--- config.mk ---
export PLATFORM = sky130hd
export DESIGN_NAME = tune_recognizer_top
export DESIGN_NICKNAME = d
export VERILOG_FILES = /design/src/common/note_pkg.sv /design/src/verilog/tune_recognizer_top.sv /design/src/verilog/status_display.sv /design/src/verilog/song_tracker.sv /design/src/pitch/note_detector.sv /design/src/pitch/pitch_meter.sv
export VERILOG_INCLUDE_DIRS = /design/src /design/src/common
export SDC_FILE = /design/constraint.sdc
export NUM_CORES = 1
export LEC_CHECK = 0
export BUFFER_PORTS_ARGS = -buffer_cell sky130_fd_sc_hd__buf_2
export CORE_UTILIZATION = 40
export CTS_BUF_LIST = sky130_fd_sc_hd__clkbuf_8
export DETAILED_ROUTE_END_ITERATION = 10
export PLACE_DENSITY = 0.68
export SLEW_MARGIN = 20
export SYNTH_ARGS = -nofsm -noshare
export SYNTH_HDL_FRONTEND = slang
export SYNTH_SLANG_ARGS = --single-unit
export TNS_END_PERCENT = 30
--- constraint.sdc ---
create_clock -name clk -period 6.02 [get_ports clk]
set_input_delay 1.204 -clock clk [delete_from_list [all_inputs] [get_ports clk]]
set_output_delay 1.204 -clock clk [all_outputs]
set_load 0.03 [all_outputs]
--- src/common/note_config.svh ---
`ifndef NOTE_CONFIG_SVH
`define NOTE_CONFIG_SVH

// Project clock in Hz
`define NOTE_CLK_HZ     1000000

// Accepted period band in percent of nominal
`define NOTE_TOL_LOW    97
`define NOTE_TOL_HIGH   103

`define NOTE_MIC_W      24   // Signed microphone sample
`define NOTE_PERIOD_W   20   // Period counter, saturates on silence

// A note is kept once the stability counter fills
`define NOTE_STABLE_W   12

// One digit step per 2**NOTE_SCAN_W cycles
`define NOTE_SCAN_W     4

`define NOTE_N_SONGS    2

`endif
--- src/common/note_pkg.sv ---
`include "note_config.svh"

package note_pkg;

    localparam int NOTE_N_CLASSES = 12;
    localparam int SONG_LEN       = 15;  // Notes per tune

    typedef logic [NOTE_N_CLASSES-1:0] note_t;  // One-hot, C in the top bit
    typedef logic [`NOTE_PERIOD_W-1:0] period_t;
    typedef logic [3:0]                step_t;
    typedef logic [7:0]                seg_t;   // abcdefgh
    typedef logic [2:0]                led_t;

    // ----------------------------------------------------------
    // Pitch classes

    localparam note_t NOTE_NONE = 12'b0000_0000_0000;
    localparam note_t NOTE_C    = 12'b1000_0000_0000;
    localparam note_t NOTE_CS   = 12'b0100_0000_0000;
    localparam note_t NOTE_D    = 12'b0010_0000_0000;
    localparam note_t NOTE_DS   = 12'b0001_0000_0000;
    localparam note_t NOTE_E    = 12'b0000_1000_0000;
    localparam note_t NOTE_F    = 12'b0000_0100_0000;
    localparam note_t NOTE_FS   = 12'b0000_0010_0000;
    localparam note_t NOTE_G    = 12'b0000_0001_0000;
    localparam note_t NOTE_GS   = 12'b0000_0000_1000;
    localparam note_t NOTE_A    = 12'b0000_0000_0100;
    localparam note_t NOTE_AS   = 12'b0000_0000_0010;
    localparam note_t NOTE_B    = 12'b0000_0000_0001;

    localparam note_t NOTE_DF = NOTE_CS;
    localparam note_t NOTE_EF = NOTE_DS;
    localparam note_t NOTE_GF = NOTE_FS;
    localparam note_t NOTE_AF = NOTE_GS;
    localparam note_t NOTE_BF = NOTE_AS;

    // Fourth octave in centi-hertz, C first
    localparam int unsigned PITCH_FREQ_100 [0:NOTE_N_CLASSES-1] = '{
        26163, 27718, 29366, 31113, 32963, 34923,
        36999, 39200, 41530, 44000, 46616, 49388
    };

    // ----------------------------------------------------------
    // Tunes

    localparam step_t STEP_DONE = 4'hf;

    localparam note_t SONG_NOTES [0:`NOTE_N_SONGS-1][0:SONG_LEN-1] = '{
        '{NOTE_BF, NOTE_D,  NOTE_BF, NOTE_D,  NOTE_EF, NOTE_D,  NOTE_C,  NOTE_A,
          NOTE_C,  NOTE_A,  NOTE_C,  NOTE_D,  NOTE_C,  NOTE_BF, NOTE_G},
        '{NOTE_G,  NOTE_C,  NOTE_EF, NOTE_D,  NOTE_C,  NOTE_EF, NOTE_C,  NOTE_D,
          NOTE_C,  NOTE_AF, NOTE_BF, NOTE_G,  NOTE_C,  NOTE_EF, NOTE_D}
    };

    function automatic note_t song_note(input int song, input step_t step);
        if (step == STEP_DONE)
            return NOTE_NONE;  // Nothing more to match
        return SONG_NOTES[song][step];
    endfunction

    // ----------------------------------------------------------
    // Segment glyphs

    localparam seg_t SEG_NOTE [0:NOTE_N_CLASSES-1] = '{
        8'b10011100, 8'b10011101, 8'b01111010, 8'b01111011,  // C C# D D#
        8'b10011110, 8'b10001110, 8'b10001111, 8'b10111100,  // E F F# G
        8'b10111101, 8'b11101110, 8'b11101111, 8'b00111110   // G# A A# B
    };

    localparam seg_t SEG_HEX [0:SONG_LEN-1] = '{
        8'b11111100, 8'b01100000, 8'b11011010, 8'b11110010, 8'b01100110,
        8'b10110110, 8'b10111110, 8'b11100000, 8'b11111110, 8'b11100110,
        8'b11101110, 8'b00111110, 8'b10011100, 8'b01111010, 8'b10011110
    };

    localparam seg_t SEG_DONE  = 8'b11000110;  // Small raised o
    localparam seg_t SEG_DASH  = 8'b00000010;
    localparam seg_t SEG_BLANK = 8'b00000000;

endpackage

--- src/verilog/tune_recognizer_top.sv ---
`timescale 1ns/1ps

`include "note_config.svh"

module tune_recognizer_top
(
    input  logic                          clk,
    input  logic                          rst,
    input  logic signed [`NOTE_MIC_W-1:0] i_mic,
    output note_pkg::seg_t                o_abcdefgh,
    output logic [3:0]                    o_digit,
    output note_pkg::led_t                o_led
);

    import note_pkg::*;

    period_t period;                 // Cycles between crossings
    note_t   note;                   // Filtered pitch class
    step_t   steps [`NOTE_N_SONGS];

    pitch_meter u_pitch_meter
    (
        .clk      (clk),
        .rst      (rst),
        .i_mic    (i_mic),
        .o_period (period)
    );

    note_detector u_note_detector
    (
        .clk      (clk),
        .rst      (rst),
        .i_period (period),
        .o_note   (note)
    );

    // ----------------------------------------------------------
    // One tracker per tune, all fed the same note

    for (genvar s = 0; s < `NOTE_N_SONGS; s++)
    begin : g_tracker
        song_tracker #(.SONG_ID(s)) u_song_tracker
        (
            .clk    (clk),
            .rst    (rst),
            .i_note (note),
            .o_step (steps[s])
        );
    end

    status_display u_status_display
    (
        .clk        (clk),
        .rst        (rst),
        .i_note     (note),
        .i_step0    (steps[0]),
        .i_step1    (steps[1]),
        .o_abcdefgh (o_abcdefgh),
        .o_digit    (o_digit),
        .o_led      (o_led)
    );

endmodule

--- src/verilog/status_display.sv ---
`timescale 1ns/1ps

`include "note_config.svh"

module status_display
(
    input  logic            clk,
    input  logic            rst,
    input  note_pkg::note_t i_note,
    input  note_pkg::step_t i_step0,
    input  note_pkg::step_t i_step1,
    output note_pkg::seg_t  o_abcdefgh,
    output logic [3:0]      o_digit,
    output note_pkg::led_t  o_led
);

    import note_pkg::*;

    // ----------------------------------------------------------
    // Glyph lookup

    function automatic seg_t note_glyph(input note_t n);
        seg_t g;
        g = SEG_DASH;  // No note
        for (int i = 0; i < NOTE_N_CLASSES; i++)
        begin
            if (n[NOTE_N_CLASSES - 1 - i])
                g = SEG_NOTE[i];
        end
        return g;
    endfunction

    function automatic seg_t step_glyph(input step_t s);
        if (s == STEP_DONE)
            return SEG_DONE;
        return SEG_HEX[s];
    endfunction

    // ----------------------------------------------------------
    // Scan timing

    logic [`NOTE_SCAN_W-1:0] scan_cnt;
    logic                    scan_strobe;
    logic [1:0]              idx;       // Digit currently lit
    logic [1:0]              idx_next;

    assign scan_strobe = &scan_cnt;
    assign idx_next    = idx + 2'd1;

    always_ff @(posedge clk or posedge rst)
    begin
        if (rst)
            scan_cnt <= '0;
        else
            scan_cnt <= scan_cnt + 1'b1;  // Free running
    end

    // Segment data for the digit about to be selected
    seg_t seg_next;

    always_comb
    begin
        case (idx_next)
            2'd3:    seg_next = note_glyph(i_note);
            2'd1:    seg_next = step_glyph(i_step0);  // Tune 0
            2'd0:    seg_next = step_glyph(i_step1);  // Tune 1
            default: seg_next = SEG_BLANK;
        endcase
    end

    // Select and segments change on the same edge
    always_ff @(posedge clk or posedge rst)
    begin
        if (rst)
        begin
            idx        <= 2'd0;
            o_digit    <= 4'b0000;
            o_abcdefgh <= SEG_BLANK;
        end
        else if (scan_strobe)
        begin
            idx        <= idx_next;
            o_digit    <= 4'b0001 << idx_next;
            o_abcdefgh <= seg_next;
        end
    end

    // ----------------------------------------------------------
    // Recognition LEDs

    led_t led_next;

    always_comb
    begin
        led_next[2] = (i_step0 == STEP_DONE);
        led_next[1] = (i_step1 == STEP_DONE);
        led_next[0] = led_next[2] & led_next[1];  // Both tunes heard
    end

    always_ff @(posedge clk or posedge rst)
    begin
        if (rst)
            o_led <= '0;
        else
            o_led <= led_next;
    end

endmodule

--- src/verilog/song_tracker.sv ---
`timescale 1ns/1ps

module song_tracker
#(
    parameter int SONG_ID = 0  // Row of the tune table
)
(
    input  logic            clk,
    input  logic            rst,
    input  note_pkg::note_t i_note,
    output note_pkg::step_t o_step
);

    import note_pkg::*;

    note_t expected;  // Note wanted at the current step
    logic  hit;

    assign expected = song_note(SONG_ID, o_step);

    // Recognised state is terminal
    assign hit = (o_step != STEP_DONE) && (i_note == expected);

    // ----------------------------------------------------------
    // Step register

    // The filtered note holds for many cycles, but the next step
    // expects a different note, so one tone advances only once

    always_ff @(posedge clk or posedge rst)
    begin
        if (rst)
            o_step <= '0;
        else if (hit)
            o_step <= o_step + 1'b1;  // Step 14 goes to STEP_DONE
    end

endmodule

--- src/pitch/note_detector.sv ---
`timescale 1ns/1ps

`include "note_config.svh"

module note_detector
(
    input  logic              clk,
    input  logic              rst,
    input  note_pkg::period_t i_period,
    output note_pkg::note_t   o_note
);

    import note_pkg::*;

    // ----------------------------------------------------------
    // Period bounds per pitch class

    // Period in cycles is clk_hz * 100 / freq_100, scaled by tol / 100
    function automatic period_t period_bound(
        input int unsigned freq_100,
        input int unsigned mult,
        input int unsigned tol
    );
        longint unsigned num;
        longint unsigned den;
        num = longint'(`NOTE_CLK_HZ) * tol;
        den = longint'(freq_100) * mult;
        return period_t'(num / den);
    endfunction

    function automatic logic in_band(input period_t p, input period_t lo, input period_t hi);
        return (p > lo) && (p < hi);
    endfunction

    note_t raw_note;

    for (genvar i = 0; i < NOTE_N_CLASSES; i++)
    begin : g_class
        localparam int unsigned FREQ = PITCH_FREQ_100[i];

        localparam period_t LO1 = period_bound(FREQ, 1, `NOTE_TOL_LOW);
        localparam period_t HI1 = period_bound(FREQ, 1, `NOTE_TOL_HIGH);
        localparam period_t LO2 = period_bound(FREQ, 2, `NOTE_TOL_LOW);
        localparam period_t HI2 = period_bound(FREQ, 2, `NOTE_TOL_HIGH);
        localparam period_t LO4 = period_bound(FREQ, 4, `NOTE_TOL_LOW);
        localparam period_t HI4 = period_bound(FREQ, 4, `NOTE_TOL_HIGH);

        // Three octaves fold onto one class
        assign raw_note[NOTE_N_CLASSES - 1 - i] = in_band(i_period, LO1, HI1)
                                                | in_band(i_period, LO2, HI2)
                                                | in_band(i_period, LO4, HI4);
    end

    // ----------------------------------------------------------
    // Stability filter

    note_t                     d_note;      // Raw note one cycle back
    logic [`NOTE_STABLE_W-1:0] stable_cnt;
    logic                      stable_full;

    assign stable_full = &stable_cnt;

    always_ff @(posedge clk or posedge rst)
    begin
        if (rst)
        begin
            d_note     <= NOTE_NONE;
            stable_cnt <= '0;
        end
        else
        begin
            d_note <= raw_note;

            if (raw_note != d_note)
                stable_cnt <= '0;                  // Any change restarts the window
            else if (!stable_full)
                stable_cnt <= stable_cnt + 1'b1;
        end
    end

    // Output only moves after a full quiet window
    always_ff @(posedge clk or posedge rst)
    begin
        if (rst)
            o_note <= NOTE_NONE;
        else if (stable_full)
            o_note <= d_note;
    end

endmodule

--- src/pitch/pitch_meter.sv ---
`timescale 1ns/1ps

`include "note_config.svh"

module pitch_meter
(
    input  logic                          clk,
    input  logic                          rst,
    input  logic signed [`NOTE_MIC_W-1:0] i_mic,
    output note_pkg::period_t             o_period
);

    import note_pkg::*;

    logic    prev_sign;  // Sign of the previous sample
    logic    crossing;
    period_t count;

    // Negative to positive
    assign crossing = prev_sign & ~i_mic[`NOTE_MIC_W-1];

    always_ff @(posedge clk or posedge rst)
    begin
        if (rst)
        begin
            prev_sign <= 1'b0;
            count     <= '0;
            o_period  <= '0;
        end
        else
        begin
            prev_sign <= i_mic[`NOTE_MIC_W-1];

            if (crossing)
            begin
                o_period <= count;
                count    <= '0;
            end
            else if (count != '1)  // Hold at full scale on silence
            begin
                count <= count + 1'b1;
            end
        end
    end

endmodule

Word level (Yosys, flattened, before mapping)

Memories as Yosys holds them, arrays and structs flattened.
Cells that the tools add are included.
Widths: inputs -> output; s select.

Register bits after elaboration: 106
Output and inout port bits: 15
Word-level logic and storage cells: 217
Input bits: 26
Bits in read-only memories: 640
Memories kept: 4

Mux-type cells: 37
$add $sub $neg: 6
Reduce and logical (&&, ||, !) cells: 42
Shift operators: 1
$lt $le $gt $ge: 74
Bitwise operators: 29
Eq/ne operators: 11

Memory list:

| memory          | depth | width | rd ports | clocked after memory_dff | write ports | RTL line             | text |
|---|---|---|---|---|---|---|---|
| (no name shown) | 16    | 12    | 1        | 0                        | 0           | note_pkg.sv:58       | `return SONG_NOTES[song][step];` |
| (no name shown) | 16    | 12    | 1        | 0                        | 0           | note_pkg.sv:58       |  |
| (no name shown) | 16    | 8     | 1        | 0                        | 0           | status_display.sv:36 | `return SEG_HEX[s];` |
| (no name shown) | 16    | 8     | 1        | 0                        | 0           | status_display.sv:36 |  |

Operators with widths:

| operator              | number |
|---|---|
| $gt 20x10->1 const B  | 12 |
| $gt 20x11->1 const B  | 12 |
| $lt 20x10->1 const B  | 12 |
| $lt 20x11->1 const B  | 12 |
| $lt 20x12->1 const B  | 12 |
| $gt 20x12->1 const B  | 11 |
| $mux 8                | 20 |
| $mux 12               | 10 |
| $mux 20               | 2 |
| $logic_and 1x1->1     | 38 |
| $eq 12x12->1          | 2 |
| $or 1x1->1            | 24 |
| $pmux 8 s3            | 1 |
| $add 20x1->20 const B | 1 |
| $gt 20x9->1 const B   | 1 |
| $ne 20x20->1 const B  | 1 |
| $add 12x1->12 const B | 1 |
| $add 4x1->4 const B   | 3 |
| $ne 12x12->1          | 1 |
| $reduce_and 12->1     | 1 |
| $ge 5x5->1 const B    | 2 |
| $not 4->5             | 2 |
| $eq 4x4->1 const B    | 2 |
| $ne 4x4->1 const B    | 2 |
| other kinds (11)      | 15 |

Logic depth before layout (Yosys ltp)

Gate-level depths: netlist (run 1).

Depth in word-level cells: 13
Gate-level depth with buffers: 12
Depth with buffers taken out: 10

Cells and area by module

From an unflattened synthesis (run 1), not the netlist that was laid out.

Cells, all modules: 928
Area, all modules: 8105.3 um^2

By module, submodules not included:

| module                                      | cells an instance | area an instance (um^2) | times used | sequential area each (um^2) |
|---|---|---|---|---|
| note_detector                               | 427               | 3495.9                  | 1          | 900.9 |
| pitch_meter                                 | 213               | 1948.1                  | 1          | 1026.0 |
| status_display                              | 181               | 1646.6                  | 1          | 525.5 |
| song_tracker at g_tracker[0].u_song_tracker | 56                | 541.8                   | 1          | 100.1 |
| song_tracker at g_tracker[1].u_song_tracker | 51                | 473.0                   | 1          | 100.1 |

Least setup slack after synthesis (run 1)

OpenSTA, ideal clock, no wires.

Path kind: register -> register
From: register u_pitch_meter.o_period[15]
To: register u_note_detector.stable_cnt[0]
Setup time: 0.096 ns
Cell stages (with the launch flop): 11
Path slack: 3.312 ns
Buffers on the path: 2
Clock period less this slack: 2.708 ns
Data required time: 5.924 ns
Arrival time: 2.612 ns
Cell sequence: dfrtp_1 -> or4_4 -> buf_6 -> nor2_8 -> o2111ai_1 -> a41o_1 -> or3_1 -> a21oi_2 -> nand4_2 -> buf_6 -> nor4_2

Word-level cells in the longest chain between the ends: 6
Elaborated cells on any way between the ends: 135
Classes of those cells: order compare (72); eq/ne (2); mux (1); bitwise (24); reduce/logical (36)

RTL lines:

| item                                                   | RTL line            | text |
|---|---|---|
| start, declared                                        | pitch_meter.sv:10   | `output note_pkg::period_t o_period` |
| start signal, assigned                                 | pitch_meter.sv:36   | `o_period <= count;` |
| $gt 20x11->1 (tied with other cells)                   | note_detector.sv:32 | `return (p > lo) && (p < hi);` |
| $logic_and 1x1->1                                      | note_detector.sv:32 |  |
| $or 1x1->1                                             | note_detector.sv:50 | `\| in_band(i_period, LO2, HI2)` |
| $or 1x1->1                                             | note_detector.sv:51 | `\| in_band(i_period, LO4, HI4);` |
| $ne 12x12->1 *                                         | note_detector.sv:74 | `if (raw_note != d_note)` |
| $ne 2x2->1 (no line) / $mux 12 (equally long branches) | -                   |  |
| end signal, assigned                                   | note_detector.sv:77 | `stable_cnt <= stable_cnt + 1'b1;` |
| end, declared                                          | note_detector.sv:58 | `` logic [`NOTE_STABLE_W-1:0] stable_cnt; `` |

Mark *: on every way between the ends. The rest lies on a longest branch, timed or not.
A chain may end at the register's enable or synchronous reset.

Final worst setup path (run 1)

From: register u_pitch_meter.o_period[7]
To: register u_note_detector.stable_cnt[10]

Word-level cells in the longest chain between the ends: 6
Elaborated cells on any way between the ends: 135
Classes of those cells: order compare (72); eq/ne (2); mux (1); bitwise (24); reduce/logical (36)

RTL lines:

| item                                                   | RTL line            | text |
|---|---|---|
| $gt 20x12->1 (tied with other cells)                   | note_detector.sv:32 |  |
| $logic_and 1x1->1                                      | note_detector.sv:32 |  |
| $or 1x1->1                                             | note_detector.sv:50 |  |
| $or 1x1->1 *                                           | note_detector.sv:51 |  |
| named net u_note_detector.raw_note[1]                  | note_detector.sv:35 | `note_t raw_note;` |
| $ne 12x12->1 *                                         | note_detector.sv:74 |  |
| $ne 2x2->1 (no line) / $mux 12 (equally long branches) | -                   |  |

Mark *: on every way through the listed nets, which the timed path passes. The rest lies on a longest branch.

==> results of run 1 <==
## synth_stat cells (all sizes together) (4+ instances only)
library cell and n:
mux2 38, inv 21, buf 26, dfrtp 106
nand2b 10, a211oi 9, o311ai 6, o2111ai 5
clkbuf 39, xor2 19, nand2 53, ha 25
nor3 33, o41ai 5, nand4b 4, nand3 39
nand3b 5, and4b 5, xnor2 28, o211ai 15
nor2b 20, a21oi 38, a31oi 10, and4 4
o21ai 57, nor3b 7, or2 5, mux2i 7
nand4 19, or4 5, and2 8, a22o 7
and3 22, o31ai 7, nor4 27, or3 13
nor2 57
## layout by cell type, fill, tap and decap left out, types with 18 or more instances in the layout
cell type	n
xor2_1	19
mux2_2	37
inv_1	20
nor2b_1	19
a21oi_1	37
nor3_1	30
dfrtp_1	105
nand2_1	52
and3_1	22
ha_1	25
nand3_1	38
xnor2_1	27
o21ai_0	55
nor2_1	56
nand4_1	18
## worst register-to-register path, stage by stage, from the launching register on
cell	delay, ps
dfrtp_1	1070
or2_1	530
nor2_1	130
a2111oi_0	550
a311o_1	260
xor2_1	110
nor4_2	380
nand4_2	440
nor4_1	400
## kinds of logic (layout without fill, tap and decap cells)
group / count (synthesis) / after routing / share of synthesized area
buf+inv: 88 / 66 / 0.0493
compound gates: 201 / 201 / 0.175
xor+xnor: 47 / 47 / 0.0545
flops: 106 / 106 / 0.345
mux: 45 / 45 / 0.0648
fa+ha+maj: 25 / 25 / 0.0407
simple gates: 348 / 348 / 0.270
## through the flow
step                      power, µW  area (µm²)  utilization
after floorplan                1090        7690            -
after global placement         1170        7850        0.418
after detailed placement       1170        7850        0.418
after CTS                      1730        8110        0.432
after global routing           1790        8120        0.432
final                          1720        8120        0.432
## where the power goes
group / internal [µW] / switching, µW / total, µW
logic: 120 / 203 / 323
registers: 753 / 92.6 / 846
clock network: 302 / 250 / 552
## final cells by class
class	instances	share of cell area
Clock buffer	11	0.0187
Tap cell	234	0.0361
Multi-Input combinational cell	666	0.574
Sequential cell	106	0.327
Clock inverter	5	0.0134
Timing Repair Buffer	27	0.0197
Inverter	23	0.0109
## layer usage
layer	up-vias	routed length [µm]	global-route usage
met5	-	0	0
met4	0	612	0.0807
met3	70	1550	0.0408
met2	339	8710	0.307
met1	3226	8890	0.292
li1	3134	-	-
## path summary, 6_finish.rpt
check	slack (ps)	from	end
hold reg to reg	460	u_status_display.scan_cnt[0]	u_status_display.scan_cnt[0]
max in group asynchronous	3970	rst	u_note_detector.o_note[8]
setup reg to reg	2070	u_pitch_meter.o_period[7]	u_note_detector.stable_cnt[10]
min in group asynchronous	860	rst	u_status_display.scan_cnt[0]
hold / removal	460	u_status_display.scan_cnt[0]	u_status_display.scan_cnt[0]
setup / recovery	2070	u_pitch_meter.o_period[7]	u_note_detector.stable_cnt[10]
## registers in the layout, indices dropped and copies added (netlist names)
| register | count |
|---|---|
| u_status_display.o_abcdefgh | 8 |
| u_pitch_meter.o_period | 20 |
| u_pitch_meter.prev_sign | 1 |
| u_note_detector.d_note | 12 |
| u_pitch_meter.count | 20 |
| u_note_detector.stable_cnt | 12 |
| u_status_display.idx | 2 |
| g_tracker.u_song_tracker.o_step | 8 |
| u_note_detector.o_note | 12 |
| u_status_display.o_led | 3 |
| u_status_display.o_digit | 4 |
| u_status_display.scan_cnt | 4 |
==> impl_metrics.ini, run 1 <==
[clocking]
holdBufCountCts = 0
cts_max_level = 3
cts_buffers = 9
cts_tree = yes
cts_buffer_depth = 2
clk_latency_ps = 380
clock-sinks = 106
cts_resized = 0
root_buffer = clkbuf_8
clk_pin_slew_ps = 110
postCtsSetupBuffers = 0

[worst_setup_path]
r2r_cells = 8
worst_path_max_delay_cell = dfrtp_1
crit_path_end_kind = register
crit_chain = or2_1 > nor2_1 > a2111oi_0 > a311o_1 > xor2_1 > nor4_2 > nand4_2 > nor4_1
worst-path-max-fanout = 33
critPathLaunchType = register
cp.arrival_ps = 4240
required_ps = 6310
critPathBufInv = 0
cp.depth = 8
path_class = reg2reg
max_stage_delay_ps = 1070
crit_family = simple AND/OR/NAND/NOR gates

[outcome]
status = complete, no violations

[layout]
area.growth.synth_to_final_pct = 5.55
layout-drive-gt1-share = 0.138
fill_cells = 1845
multi_input_area_um2 = 4660
regArea_um2 = 2650
stdcell_count = 1072
nets = 884
n_antenna_cell = 0

[grt]
grt_antenna_before_repair = 0
grt_pass1_wl_um = 32900
first_global_vias = 6319
track_usage = 0.206
grt_start_max_net_pins = 65
grt_remaining_overflow = 0

[synth]
synthCells = 860
syn_area_per_cell_um2 = 8.94
syn_area_um2 = 7690
synth-seq-cells = 106
synth-async-reset-ratio = 1.00
ys_top_cells_by_area = dfrtp_1, mux2_2, ha_1, o21ai_0, xnor2_1
synth_top_area_share = 0.345
synth_ff_type = dfrtp_1
synth_warnings = 0
ys_types = 83
synth-edff-count = 0
synth_fp_nets = 911
ys_seq_area_frac = 0.345
synth_top_cell_by_area = dfrtp_1

[placement]
dpl.hpwl_um = 13400
post-place-ws_ps = 2210
placement.io_buffers = 17
place_inst = 1056
finalWeightedCongestion = 1.01

[timing]
worst_pin_slew_ps = 1090
max_freq_mhz = 253
min_period_over_period = 0.656
slew_violations = 0
fin_worst_skew_ps = 12.1
hold_viol_final = 0
finalWorstSetupSlack_ps = 2070
rsz0062_at_grt = no
max_slew_margin = 0.276
min_period_ps = 3950
final.setup.tns_ps = 0
whs_ps = 461
setup_violations = 0

[job]
cap_viol_max_count = 0

[route]
routed_wl_um = 19800
drc = 0
avgViaCountPerCell = 6.31
vias = 6769
drt_first_iter_violations = 909
detail-route-antenna-nets = 0
wl_per_cell_um = 18.4
first_pass_iters = 6

[pwr]
powerDensity_nw_per_um2 = 212
peakVddDrop_mv = 0.195
leakagePower_uw = 0.00340

[floorplanning]
row_count = 50
die_y_um = 141
core-area_um2 = 18800
die_area_um2 = 19800
initial_core_util = 0.410
die_w_um = 141
ios = 41

[hold_path]
holdCritPathClass = reg2reg
hold_depth = 1
Power figures use the tool's default switching activity.
==> inputs of run 2 (changes only) <==
- ABC_AREA: not set -> 1
- PLACE_DENSITY: 0.68 -> 0.7
- clock period: 6.02 -> 3.4 ns (I/O delays scaled with it)
==> impl_metrics.ini, run 2 <==
[outcome]
status = complete, no violations

[floorplanning]
ios = 41
die_w_um = 147
die_area_um2 = 21500
row_count = 52
die_y_um = 147
initial_core_util = 0.410
core-area_um2 = 20400

[synth]
synth_compound_area_frac = 0.107
synth-async-reset-ratio = 1.00
ys_top_cells_by_area = dfrtp_1, nand2_1, nand3_1, nor2_1, inv_1
synth_warnings = 0
ys_seq_area_frac = 0.317
synth_top_family_by_area = simple AND/OR/NAND/NOR gates
yosys.area_share.simple = 0.421
synth-seq-cells = 106
yosys.area_share.xor_xnor = 0.0252
synth_fp_nets = 1333
synth_top_cell_by_area = dfrtp_1
ys_types = 48
synth.area.mux_share = 0.00120
syn_area_um2 = 8360
synth-edff-count = 0
syn_area_per_cell_um2 = 6.52
synth_top_area_share = 0.317
synthCells = 1282
synth_ff_type = dfrtp_1
yosys.area_share.adder = 0.0374
synth_most_common_cell = nand2_1
synth_top_cells_by_count = nand2_1, nor2_1, nand3_1

[worst_setup_path]
r2r_cells = 15
worst-path-max-fanout = 12
crit_chain = inv_2 > nor2_1 > nand2_1 > nor2_1 > inv_1 > nor2_1 > nor2_1 > nand3_1 > nand4_1 > nand2_1 > nand2_1 > nor2_1 > nand3_2 > buf_4 > nor2_1
cp.arrival_ps = 3210
r2r_start = u_pitch_meter.o_period[5]
rrSetupSlack_ps = 520
critPathLaunchType = register
path_class = reg2reg
crit_path_end_kind = register
crit_family = simple AND/OR/NAND/NOR gates
r2r_end = u_note_detector.stable_cnt[11]
critPathBufInv = 3
path_common_cell = nor2_1
worst_path_max_delay_cell = dfrtp_1
required_ps = 3730
max_stage_delay_ps = 680

[route]
drt_first_iter_violations = 941
drc = 0
highest_layer = met4
routed_wl_um = 27900
routed-wl-met3_um = 2430
wl_per_cell_um = 17.8
detail-route-antenna-nets = 0
avgViaCountPerCell = 5.62
vias = 8825
first_pass_iters = 8
met1_length_um = 11800
dr_wl_met2_um = 12500

[pwr]
powerDensity_nw_per_um2 = 310
leakagePower_uw = 0.00436
pwr-share-seq = 0.512
p_total_uw = 2780
pwr-share-clk = 0.301
p_int_uw = 1850
peakVddDrop_mv = 0.206
p_sw_uw = 927
switching_share = 0.334
power_frac_comb = 0.187

[timing]
min_period_over_period = 0.848
min_period_ps = 2880
finalWorstSetupSlack_ps = 518
rsz0062_at_grt = no
max_slew_margin = 0.495
worst_pin_slew_ps = 756
fin_worst_skew_ps = 15.3
max_freq_mhz = 347
setup_violations = 0
hold_viol_final = 0
final.setup.tns_ps = 0
slew_violations = 0

[grt]
first_global_vias = 8317
grt_pass1_wl_um = 44700
grt_remaining_overflow = 0
track_usage = 0.268
grt_start_max_net_pins = 43
grt_antenna_before_repair = 0

[layout]
mostFrequentLayoutCells = nand2_1, nor2_1, nand3_1, inv_1, dfrtp_1
nets = 1346
stdcell_count = 1570
postLayoutCoreUtil = 0.440
area.growth.synth_to_final_pct = 7.23
n_antenna_cell = 0
reg_top3 = u_pitch_meter.count (20), u_pitch_meter.o_period (20)
final_common_cell = nand2_1
layout-drive-gt1-share = 0.0962

[clocking]
cts_tree = yes
clk_latency_ps = 390
clock-sinks = 106
clk_pin_slew_ps = 110
cts_buffer_depth = 2
postCtsSetupBuffers = 0
cts_resized = 0
holdBufCountCts = 0
cts_buffers = 9
root_buffer = clkbuf_8
cts_max_level = 3

[placement]
placement.io_buffers = 17
post-place-ws_ps = 660
place_inst = 1554
dpl.hpwl_um = 22100
finalWeightedCongestion = 1.08

[job]
cap_viol_max_count = 0

[hold_path]
holdCritPathClass = in2async
## run 2: cell count changes after synthesis, sizes merged, moves of 32 or more
| cell | change |
|---|---|
| mux2 | -38 |
| inv | +119 |
| nand3 | +118 |
| o21ai | +32 |
| nor2 | +162 |
| nand2 | +273 |
## run 2: cell families after synthesis
kind of cell             Yosys count
buffers and inverters            178
adder cells (fa/ha/maj)           25
flip-flops                       106
AO/OA/AOI/OAI                    159
AND/OR/NAND/NOR                  789
XOR/XNOR                          24
multiplexers                       1
## run 2: worst max path at each step
stage / start / to / cells after the start
floorplan: u_pitch_meter.count[0] / u_pitch_meter.count[17] / 11
global placement: u_pitch_meter.o_period[5] / u_note_detector.stable_cnt[11] / 15
detailed placement: u_pitch_meter.o_period[3] / u_note_detector.stable_cnt[11] / 14
CTS: u_pitch_meter.o_period[5] / u_note_detector.stable_cnt[11] / 15
global route: u_pitch_meter.o_period[5] / u_note_detector.stable_cnt[8] / 13
finish: u_pitch_meter.o_period[5] / u_note_detector.stable_cnt[11] / 15
## run 2: layout make-up
| class | instances | area, µm² |
|---|---|---|
| inverter | 146 | 559 |
| fill | 2148 | 11400 |
| clock inverter | 6 | 70.1 |
| timing repair buffer | 34 | 250 |
| tap | 270 | 338 |
| clock buffer | 10 | 138 |
| multi-input combinational | 998 | 4950 |
| sequential | 106 | 2650 |
## run 2: metal layers
metal / vias up / GRT usage
met5: - / 0
met3: 85 / 0.0594
met2: 449 / 0.425
met4: 0 / 0.130
met1: 4049 / 0.344
li1: 4242 / -
## run 2: power by group through the flow
stage	logic, µW	registers, µW	clock network (µW)
2_1_floorplan	360	1410	0
3_3_place_gp	503	1440	0
3_5_place_dp	510	1440	0
4_1_cts	511	1420	864
5_1_grt	578	1430	903
6_report	519	1420	837
## run 2: metrics by stage
step / hold WS (ps) / instance area [µm²]
after global placement: 436 / 8750
after floorplan: 422 / 8360
after detailed placement: 444 / 8750
after global routing: 406 / 8960
after CTS: 411 / 8960
final: 405 / 8960
==> inputs of run 3 (changes only) <==
- ABC_AREA: 1 -> 0
- clock period: 3.4 -> 2.6 ns (I/O delays scaled with it)
==> impl_metrics.ini, run 3 (synthesized netlist as in run 1, its figures left out) <==
[pwr]
p_total_uw = 4120
leakagePower_uw = 0.00422
peakVddDrop_mv = 0.273
powerDensity_nw_per_um2 = 432

[clocking]
cts_tree = yes
clk_latency_ps = 370
cts_buffer_depth = 2
cts_buffers = 9
root_buffer = clkbuf_8
clk_pin_slew_ps = 110
clock-sinks = 106
cts_max_level = 3

[worst_setup_path]
critPathLaunchType = register
worst-path-max-fanout = 6
r2r_end = u_note_detector.stable_cnt[2]
r2r_start = u_pitch_meter.o_period[12]
path_class = reg2reg
crit_family = simple AND/OR/NAND/NOR gates
worst_path_max_delay_cell = or4_4
max_stage_delay_ps = 610
crit_chain = or4_4 > nor3_4 > o211ai_1 > a32oi_2 > a211oi_2 > nor4_2 > nand4_2 > buf_6 > buf_16 > nor4_2
path_common_cell = nor4_2
rrSetupSlack_ps = -420
crit_path_end_kind = register
required_ps = 2890
cp.arrival_ps = 3310
r2r_cells = 10
critPathBufInv = 2

[floorplanning]
ios = 41
die_y_um = 141
row_count = 50
die_w_um = 141
die_area_um2 = 19800
core-area_um2 = 18800
initial_core_util = 0.410

[timing]
hold_viol_final = 0
min_period_ps = 3020
fin_worst_skew_ps = 14.5
slew_violations = 0
max_freq_mhz = 331
max_slew_margin = 0.672
rsz0062_at_grt = yes
min_period_over_period = 1.16
worst_pin_slew_ps = 488
setup_violations = 12
finalWorstSetupSlack_ps = -421
final.setup.tns_ps = -4890

[job]
cap_viol_max_count = 0

[placement]
post-place-ws_ps = -391
dpl.hpwl_um = 16800
finalWeightedCongestion = 0.972
placement.io_buffers = 17
place_inst = 1188
place_area_um2 = 8930

[grt]
grt_remaining_overflow = 0
grt_pass1_wl_um = 37400
first_global_vias = 7016
grt_antenna_before_repair = 0
track_usage = 0.238
grt_start_max_net_pins = 62

[layout]
nets = 1042
final_common_cell = buf_4
reg_top3 = u_pitch_meter.count (20), u_pitch_meter.o_period (20)
layout-drive-gt1-share = 0.287
area.growth.synth_to_final_pct = 24.0
mostFrequentLayoutCells = buf_4, dfrtp_1, nor2_1, o21ai_0, nand2_1
final_area_um2 = 9540
stdcell_count = 1229
n_antenna_cell = 0

[route]
met1_length_um = 10300
drt_first_iter_violations = 637
first_pass_iters = 5
dr_wl_met2_um = 10600
routed_wl_um = 23000
highest_layer = met4
wl_per_cell_um = 18.7
detail-route-antenna-nets = 0
vias = 7347
avgViaCountPerCell = 5.98
routed-wl-met3_um = 1340
drc = 0

[outcome]
violations = setup timing
status = finished with violations

[hold_path]
holdCritPathClass = in2async
run 3: cell types whose count changed in the layout (fill, tap and decap cells not counted), sizes merged, moves of 22 or more:
cell | before | now
nor4 | 4 | 27
buf | 34 | 184
nand3 | 157 | 39
nor2 | 219 | 57
inv | 142 | 22
xnor2 | 5 | 28
o21ai | 89 | 57
nand4 | 43 | 19
and3 | 0 | 22
nand2 | 326 | 54
mux2 | 0 | 38
run 3: timing repair:
item | CTS | global route
gates resized for setup | 26 | 9
pin swaps | 27 | 10
endpoints found under the setup margin | 12 | 18
cloned | 2 | 0
hold buffers | 0 | 0
buffers inserted | 12 | 13
run 3: cell type report:
type	count	area (µm²)
inverters	23	90.1
well taps	234	293
repair buffers	184	1450
clock buffers	9	124
fillers	1742	9230
clock inverters	6	75.1
multi-input cells	667	4860
flip-flops and latches	106	2650
run 3: layer usage:
layer / up-vias / track usage
li1: 3473 / -
met1: 3549 / 0.328
met2: 273 / 0.381
met3: 52 / 0.0391
met4: 0 / 0.0767
met5: - / 0
run 3: worst max-delay path by stage:
stage                                           from                             end  slack, ps  depth (start not counted)
after floorplan           u_pitch_meter.o_period[15]   u_note_detector.stable_cnt[0]       -110                         10
after global placement    u_pitch_meter.o_period[18]  u_note_detector.stable_cnt[11]       -320                         10
after detailed placement  u_pitch_meter.o_period[18]  u_note_detector.stable_cnt[11]       -390                         10
after CTS                 u_pitch_meter.o_period[19]   u_note_detector.stable_cnt[1]       -310                         12
after global routing      u_pitch_meter.o_period[12]   u_note_detector.stable_cnt[5]       -560                         10
final                     u_pitch_meter.o_period[12]   u_note_detector.stable_cnt[2]       -420                         10
run 3: metrics by stage:
step           hold slack [ps]  utilization
2_1_floorplan              422            -
6_report                   161        0.508
5_1_grt                    183        0.508
3_5_place_dp               442        0.476
4_1_cts                    172        0.501
3_3_place_gp               438        0.476
run 3: power by group:
part | internal [µW] | leakage (µW) | switching, µW
Clock | 456 | 0.000103 | 594
Sequential | 1750 | 0.00143 | 98.3
Combinational | 536 | 0.00268 | 687
Total | 2740 | 0.00422 | 1380
